<file path="src/spi_consts.svh">
`ifndef SPI_CONSTS_SVH
`define SPI_CONSTS_SVH

// Command word layout is {wr, addr[2:0], data[7:0]}
`define SPI_CMD_WIDTH 12

// Bits clocked in from miso after a read command
`define SPI_READ_WIDTH 8

// clk cycles per sclk half period (one SPI bit is two of these)
`define SPI_HALF_PERIOD 4

`endif

</file>
<file path="src/spi_pkg.sv">
`default_nettype none

package spi_pkg;

  // One command word, MSB first on the wire
  typedef struct packed {
    logic       wr;    // 1 = write, 0 = read
    logic [2:0] addr;
    logic [7:0] data;  // Ignored by the slave on reads
  } spi_cmd_t;

  // Frame sequencer states
  typedef enum logic [2:0] {
    idle,        // cs high, waiting for a command
    lead,        // cs low, first half period before the first rising sclk
    shift_cmd,   // 12 command bits on mosi
    shift_read,  // 8 bits sampled from miso
    finish       // Divider stopped, cs rises on the next edge
  } spi_state_e;

endpackage

`default_nettype wire

</file>
<file path="src/spi_edge_if.sv">
`timescale 1ns/1ps
`default_nettype none

// Link between the sclk divider and the frame sequencer
interface spi_edge_if;

  logic run;   // Divider enable, held high for the whole frame
  logic sclk;  // Registered SPI clock, low while run is low
  logic rise;  // High in the clk cycle whose closing edge raises sclk
  logic fall;  // Same for the falling sclk edge

  modport gen (
    input  run,
    output sclk,
    output rise,
    output fall
  );

  modport seq (
    output run,
    input  sclk,
    input  rise,
    input  fall
  );

endinterface

`default_nettype wire

</file>
<file path="src/spi_sclk_gen.sv">
`timescale 1ns/1ps
`default_nettype none

`include "spi_consts.svh"

module spi_sclk_gen #(
  parameter int HALF_PERIOD = `SPI_HALF_PERIOD
) (
  input  logic    clk,
  input  logic    rst_n,
  spi_edge_if.gen edge_bus
);

  localparam int CNT_W = (HALF_PERIOD > 1) ? $clog2(HALF_PERIOD) : 1;
  localparam logic [CNT_W-1:0] CNT_LAST = CNT_W'(HALF_PERIOD - 1);

  logic [CNT_W-1:0] cnt;
  logic             sclk_q;
  logic             toggle;

  // Last cycle of a half period while the frame runs
  assign toggle = edge_bus.run && (cnt == CNT_LAST);

  always_ff @(posedge clk or negedge rst_n)
  begin
    if (!rst_n)
    begin
      cnt    <= '0;
      sclk_q <= 1'b0;
    end
    else if (!edge_bus.run)
    begin
      cnt    <= '0;     // Next frame starts with a full half period
      sclk_q <= 1'b0;
    end
    else if (toggle)
    begin
      cnt    <= '0;
      sclk_q <= ~sclk_q;
    end
    else
    begin
      cnt <= cnt + 1'b1;
    end
  end

  assign edge_bus.sclk = sclk_q;

  // Strobes announce the level sclk takes on the coming clk edge, so the
  // sequencer moves mosi and samples miso on the same edge as sclk
  assign edge_bus.rise = toggle && !sclk_q;
  assign edge_bus.fall = toggle && sclk_q;

endmodule

`default_nettype wire

</file>
<file path="src/spi_sequencer.sv">
`timescale 1ns/1ps
`default_nettype none

`include "spi_consts.svh"

module spi_sequencer (
  input  logic                       clk,
  input  logic                       rst_n,
  input  spi_pkg::spi_cmd_t          cmd,
  input  logic                       cmd_vld,
  output logic                       cmd_rdy,
  spi_edge_if.seq                    edge_bus,
  output logic                       cs,
  output logic                       mosi,
  input  logic                       miso,
  output logic                       read_vld,
  output logic [`SPI_READ_WIDTH-1:0] read_data
);

  localparam int CMD_BITS   = `SPI_CMD_WIDTH;
  localparam int FRAME_BITS = `SPI_CMD_WIDTH + `SPI_READ_WIDTH;
  localparam int CNT_W      = $clog2(FRAME_BITS + 1);

  // Fall strobe counts at which the command part and the whole frame end
  localparam logic [CNT_W-1:0] CMD_LAST   = CNT_W'(CMD_BITS - 1);
  localparam logic [CNT_W-1:0] FRAME_LAST = CNT_W'(FRAME_BITS - 1);

  spi_pkg::spi_state_e state;
  spi_pkg::spi_state_e state_nxt;

  logic [`SPI_CMD_WIDTH-1:0]  shift_buf;
  logic [CNT_W-1:0]           bit_cnt;
  logic [`SPI_READ_WIDTH-1:0] capture;
  logic                       frame_wr;
  logic                       accept;
  logic                       cmd_done;
  logic                       read_done;

  assign accept    = cmd_vld && cmd_rdy;
  assign cmd_done  = edge_bus.fall && (bit_cnt == CMD_LAST);
  assign read_done = edge_bus.fall && (bit_cnt == FRAME_LAST);

  // Next state
  always_comb
  begin
    state_nxt = state;
    case (state)
      spi_pkg::idle:
      begin
        if (accept)
          state_nxt = spi_pkg::lead;
      end
      spi_pkg::lead:
      begin
        if (edge_bus.rise)
          state_nxt = spi_pkg::shift_cmd;  // Slave has bit 11 now
      end
      spi_pkg::shift_cmd:
      begin
        if (cmd_done)
        begin
          if (frame_wr)
            state_nxt = spi_pkg::finish;
          else
            state_nxt = spi_pkg::shift_read;
        end
      end
      spi_pkg::shift_read:
      begin
        if (read_done)
          state_nxt = spi_pkg::finish;
      end
      spi_pkg::finish:
      begin
        state_nxt = spi_pkg::idle;
      end
      default:
      begin
        state_nxt = spi_pkg::idle;
      end
    endcase
  end

  always_ff @(posedge clk or negedge rst_n)
  begin
    if (!rst_n)
      state <= spi_pkg::idle;
    else
      state <= state_nxt;
  end

  // Command side
  always_ff @(posedge clk or negedge rst_n)
  begin
    if (!rst_n)
    begin
      shift_buf <= '0;      // Keeps mosi low until the first command
      frame_wr  <= 1'b0;
    end
    else if (accept)
    begin
      shift_buf <= cmd;
      frame_wr  <= cmd.wr;
    end
    else if (state == spi_pkg::shift_cmd && edge_bus.fall)
    begin
      shift_buf <= {shift_buf[`SPI_CMD_WIDTH-2:0], 1'b0};  // Zeros follow, mosi low
    end
  end

  // One count per falling sclk edge in the frame
  always_ff @(posedge clk or negedge rst_n)
  begin
    if (!rst_n)
      bit_cnt <= '0;
    else if (accept)
      bit_cnt <= '0;
    else if (edge_bus.fall &&
             (state == spi_pkg::shift_cmd || state == spi_pkg::shift_read))
      bit_cnt <= bit_cnt + 1'b1;
  end

  // miso is sampled on the rising sclk edge, MSB first
  always_ff @(posedge clk)
  begin
    if (state == spi_pkg::shift_read && edge_bus.rise)
      capture <= {capture[`SPI_READ_WIDTH-2:0], miso};
  end

  // Read result goes out as cs rises
  always_ff @(posedge clk or negedge rst_n)
  begin
    if (!rst_n)
      read_vld <= 1'b0;
    else
      read_vld <= (state == spi_pkg::finish) && !frame_wr;
  end

  always_ff @(posedge clk)
  begin
    if (state == spi_pkg::finish && !frame_wr)
      read_data <= capture;
  end

  assign cmd_rdy      = (state == spi_pkg::idle);
  assign cs           = (state == spi_pkg::idle);   // Active low
  assign mosi         = shift_buf[`SPI_CMD_WIDTH-1];
  assign edge_bus.run = (state == spi_pkg::lead) ||
                        (state == spi_pkg::shift_cmd) ||
                        (state == spi_pkg::shift_read);

endmodule

`default_nettype wire

</file>
<file path="src/spi_master.sv">
`timescale 1ns/1ps
`default_nettype none

`include "spi_consts.svh"

module spi_master (
  input  logic                       clk,
  input  logic                       rst_n,
  input  logic [`SPI_CMD_WIDTH-1:0]  cmd_in,
  input  logic                       cmd_vld,
  output logic                       cmd_rdy,
  output logic                       sclk,
  output logic                       cs,
  output logic                       mosi,
  input  logic                       miso,
  output logic                       read_vld,
  output logic [`SPI_READ_WIDTH-1:0] read_data
);

  spi_edge_if edge_bus ();

  // sclk divider
  spi_sclk_gen #(
    .HALF_PERIOD (`SPI_HALF_PERIOD)
  ) sclk_gen_i (
    .clk      (clk),
    .rst_n    (rst_n),
    .edge_bus (edge_bus.gen)
  );

  // Frame control and data path
  spi_sequencer sequencer_i (
    .clk       (clk),
    .rst_n     (rst_n),
    .cmd       (spi_pkg::spi_cmd_t'(cmd_in)),
    .cmd_vld   (cmd_vld),
    .cmd_rdy   (cmd_rdy),
    .edge_bus  (edge_bus.seq),
    .cs        (cs),
    .mosi      (mosi),
    .miso      (miso),
    .read_vld  (read_vld),
    .read_data (read_data)
  );

  assign sclk = edge_bus.sclk;

endmodule

`default_nettype wire

</file>
<file path="config.mk">
export PLATFORM = sky130hd
export DESIGN_NAME = spi_master
export DESIGN_NICKNAME = d
export VERILOG_FILES = /design/src/spi_pkg.sv /design/src/spi_edge_if.sv /design/src/spi_sclk_gen.sv /design/src/spi_sequencer.sv /design/src/spi_master.sv
export VERILOG_INCLUDE_DIRS = /design/src
export SDC_FILE = /design/constraint.sdc
export NUM_CORES = 1
export LEC_CHECK = 0
export ABC_AREA = 1
export BUFFER_PORTS_ARGS = -buffer_cell sky130_fd_sc_hd__buf_2
export CORE_MARGIN = 2
export CORE_UTILIZATION = 35
export DETAILED_ROUTE_END_ITERATION = 10
export PLACE_DENSITY_LB_ADDON = 0.25
export SETUP_SLACK_MARGIN = 0.02
export SYNTH_ARGS = -nofsm -noshare
export SYNTH_HDL_FRONTEND = slang
export SYNTH_SLANG_ARGS = --single-unit
export TNS_END_PERCENT = 100
</file>
<file path="constraint.sdc">
create_clock -name clk -period 2.3 [get_ports clk]
set_input_delay 0.23 -clock clk [delete_from_list [all_inputs] [get_ports clk]]
set_output_delay 0.23 -clock clk [all_outputs]
set_load 0.005 [all_outputs]
</file>
==> results_dict.tcl <==
set metrics [dict create \
    coreArea_um2 5140 \
    synth.yosys.warnings 0 \
    grt_pass1_wl_um 5710 \
    syn_area_per_cell_um2 10.3 \
    die-area_um2 5960 \
    total_power_mw 2.34 \
    wire_per_inst_um 11.2 \
    powerDensity_nw_per_um2 1080 \
    die_x_um 77.2 \
    maxCapViolations 0 \
    drive_gt1_frac 0.240 \
    ys_seq_area_frac 0.590 \
    antenna_left 0 \
    endpoint_kind "flop" \
    worstMarginPinSlew_ns 0.570 \
    rows 26 \
    synth_flop_cell "dfrtp_1" \
    place_inst 278 \
    area_growth_pct 15.6 \
    track_usage 0.123 \
    rr_worst_depth 10 \
    port_buffers 28 \
    hold_viol_final 0 \
    crit_path_start "sequencer_i.state[0]" \
    skew_ns 0.00891 \
    synth_cells 182 \
    cts_buffers 5 \
    cts_tree "yes" \
    fin_tns_setup_ns 0 \
    clockBufferDepth 2 \
    grt.overflow.total 0 \
    period_needed_ns 1.60 \
    boundaryPins 29 \
    via_per_inst 4.33 \
    synth_nets 200 \
    routed_wirelength_um 3220 \
    synth.distinct_cells 29 \
    fin_cells 287 \
    slew_headroom 0.620 \
    r2r_start "sequencer_i.state[0]" \
    drv_slew 0 \
    ys_seq_elements 41 \
    holdPathStages 1 \
    route.detailed.drc 0 \
    dp_hpwl_um 2380 \
    root_buffer "clkbuf_8" \
    critPathKind "reg -> reg" \
    clkTransAtPathRegs_ns 0.08 \
    vias 1244 \
    setup_viol 0 \
    grt_start_max_net_pins 26 \
    die_h_um 77.2 \
    nets 234 \
    fmax_mhz 625 \
    diodes 0 \
    start_util 0.365 \
    drt_iter0_drc 60 \
    crit_fanout 18 \
    p_leak_nw 1.01 \
    hold_class "in -> reg" \
    post_cts_buffers 0 \
    ys_async_sr_fraction 0.610 \
    antenna_found_initial 0 \
    cts-htree-levels 2 \
    worstPathArrival_ns 1.78 \
    synth_edf_count 16 \
    clock_sinks 41 \
    dr.pass1.iters 4 \
    required_ns 2.48 \
    syn_area_um2 1870 \
    outcome "completed" \
    grt_setup_unrepaired "false" \
    clock_latency_ns 0.29 \
    routabilityCongestion 0.763 \
    cp-start-kind "flop" \
    first_global_vias 1190 \
    irDropWorstVdd_mv 0.426 \
    finalCritPeriodShare 0.696 \
    hp-start "miso" \
]
-- worst paths after layout --
kind                                            end  slack [ns]
setup reg to reg           sequencer_i.shift_buf[1]        0.70
hold reg to reg            sequencer_i.read_data[7]        0.43
min in group asynchronous      sequencer_i.read_vld        0.47
hold / removal               sequencer_i.capture[0]        0.12
setup / recovery           sequencer_i.shift_buf[1]        0.70
max in group asynchronous    sequencer_i.bit_cnt[3]        1.45
-- synth_stat cells (2+ instances only) --
| master | number | area share |
|---|---|---|
| nor2_8 | 2 | 0.021 |
| edfxtp_1 | 16 | 0.26 |
| o21ai_1 | 2 | 0.0053 |
| ha_1 | 2 | 0.013 |
| a21oi_1 | 4 | 0.011 |
| o21bai_1 | 3 | 0.012 |
| nand2_4 | 2 | 0.012 |
| nand3_1 | 7 | 0.019 |
| nor2_1 | 11 | 0.022 |
| nor3_1 | 3 | 0.0080 |
| o21a_1 | 4 | 0.016 |
| o21ai_0 | 15 | 0.040 |
| nand2_1 | 44 | 0.088 |
| inv_1 | 21 | 0.042 |
| dfrtp_1 | 25 | 0.33 |
| inv_2 | 4 | 0.0080 |
| o21ai_2 | 2 | 0.0093 |
| nand4_1 | 4 | 0.013 |
-- metal layers --
| layer | vias up | part of all wire | global-route usage | wire [um] |
|---|---|---|---|---|
| met1 | 558 | 0.50 | 0.164 | 1600 |
| met2 | 17 | 0.45 | 0.188 | 1450 |
| met3 | 6 | 0.034 | 0.0341 | 110 |
| met5 | - | 0 | 0 | 0 |
| li1 | 663 | - | - | - |
| met4 | 0 | 0.018 | 0.0536 | 57 |
-- power by group --
| part | total, mW | internal [mW] | switching [mW] |
|---|---|---|---|
| clock | 0.457 | 0.210 | 0.247 |
| sequential | 1.04 | 0.937 | 0.100 |
| combinational | 0.846 | 0.308 | 0.537 |
| total | 2.34 | 1.45 | 0.885 |
-- layout by cell type (no fill, tap or decap), types with 2 or more instances in the layout --
cell | netlist | final
buf_2 | 0 | 28
o21bai_1 | 3 | 3
nor2_1 | 11 | 11
nand2_4 | 2 | 2
edfxtp_1 | 16 | 16
ha_1 | 2 | 2
a21oi_1 | 4 | 4
nor3_1 | 3 | 3
o21ai_0 | 15 | 15
dfrtp_1 | 25 | 25
nor2_8 | 2 | 2
inv_1 | 21 | 21
o21ai_1 | 2 | 2
inv_2 | 4 | 4
nand4_1 | 4 | 4
o21ai_2 | 2 | 2
clkbuf_8 | 0 | 5
nand3_1 | 7 | 7
o21a_1 | 4 | 4
nand2_1 | 44 | 44
-- final cells by class --
class,count,area (um^2)
Sequential cell,41,1110
Timing Repair Buffer,30,158
Clock buffer,5,68.8
Multi-Input combinational cell,112,624
Fill cell,552,2970
Tap cell,70,87.6
Inverter,26,105
Clock inverter,3,17.5
-- state kept, by name, indices dropped and copies added, names as in the netlist --
name	count
sclk_gen_i.cnt	2
sclk_gen_i.edge_bus.sclk	1
sequencer_i.bit_cnt	5
sequencer_i.capture	8
sequencer_i.frame_wr	1
sequencer_i.read_data	8
sequencer_i.read_vld	1
sequencer_i.shift_buf	12
sequencer_i.state	3
-- through the flow --
stage	instance area, um^2	hold slack, ns	worst slack [ns]	utilization
after floorplan	1870	-0.0656	0.677	-
after global placement	2070	0.269	0.743	0.403
after detailed placement	2070	0.266	0.689	0.403
after CTS	2170	0.106	0.679	0.422
after global routing	2170	0.111	0.521	0.422
final	2170	0.119	0.700	0.422
-- kinds of logic after synthesis --
| family | after synthesis | synth area share |
|---|---|---|
| xor gates and xnor gates | 1 | 0.00467 |
| DFF | 41 | 0.590 |
| and+or+nand+nor | 78 | 0.218 |
| buffers and inverters | 29 | 0.0768 |
| adders and majority gates | 2 | 0.0133 |
| AOI/OAI and AO/OA | 31 | 0.0968 |
-- worst max-delay path: stages (launching register included) --
cell and delay [ns]:
dfrtp_1 0.42, inv_2 0.14, nand2_4 0.09, inv_2 0.06
nand2_2 0.10, nor2_8 0.26, inv_8 0.08, nand2_8 0.12
inv_1 0.10, nand2_1 0.07, nand2_1 0.05
-- repair_timing --
action	CTS	global route
hold endpoints to repair	25	0
hold buffers	1	0
gates resized for setup	0	0
(Power assumes the default switching activity.)
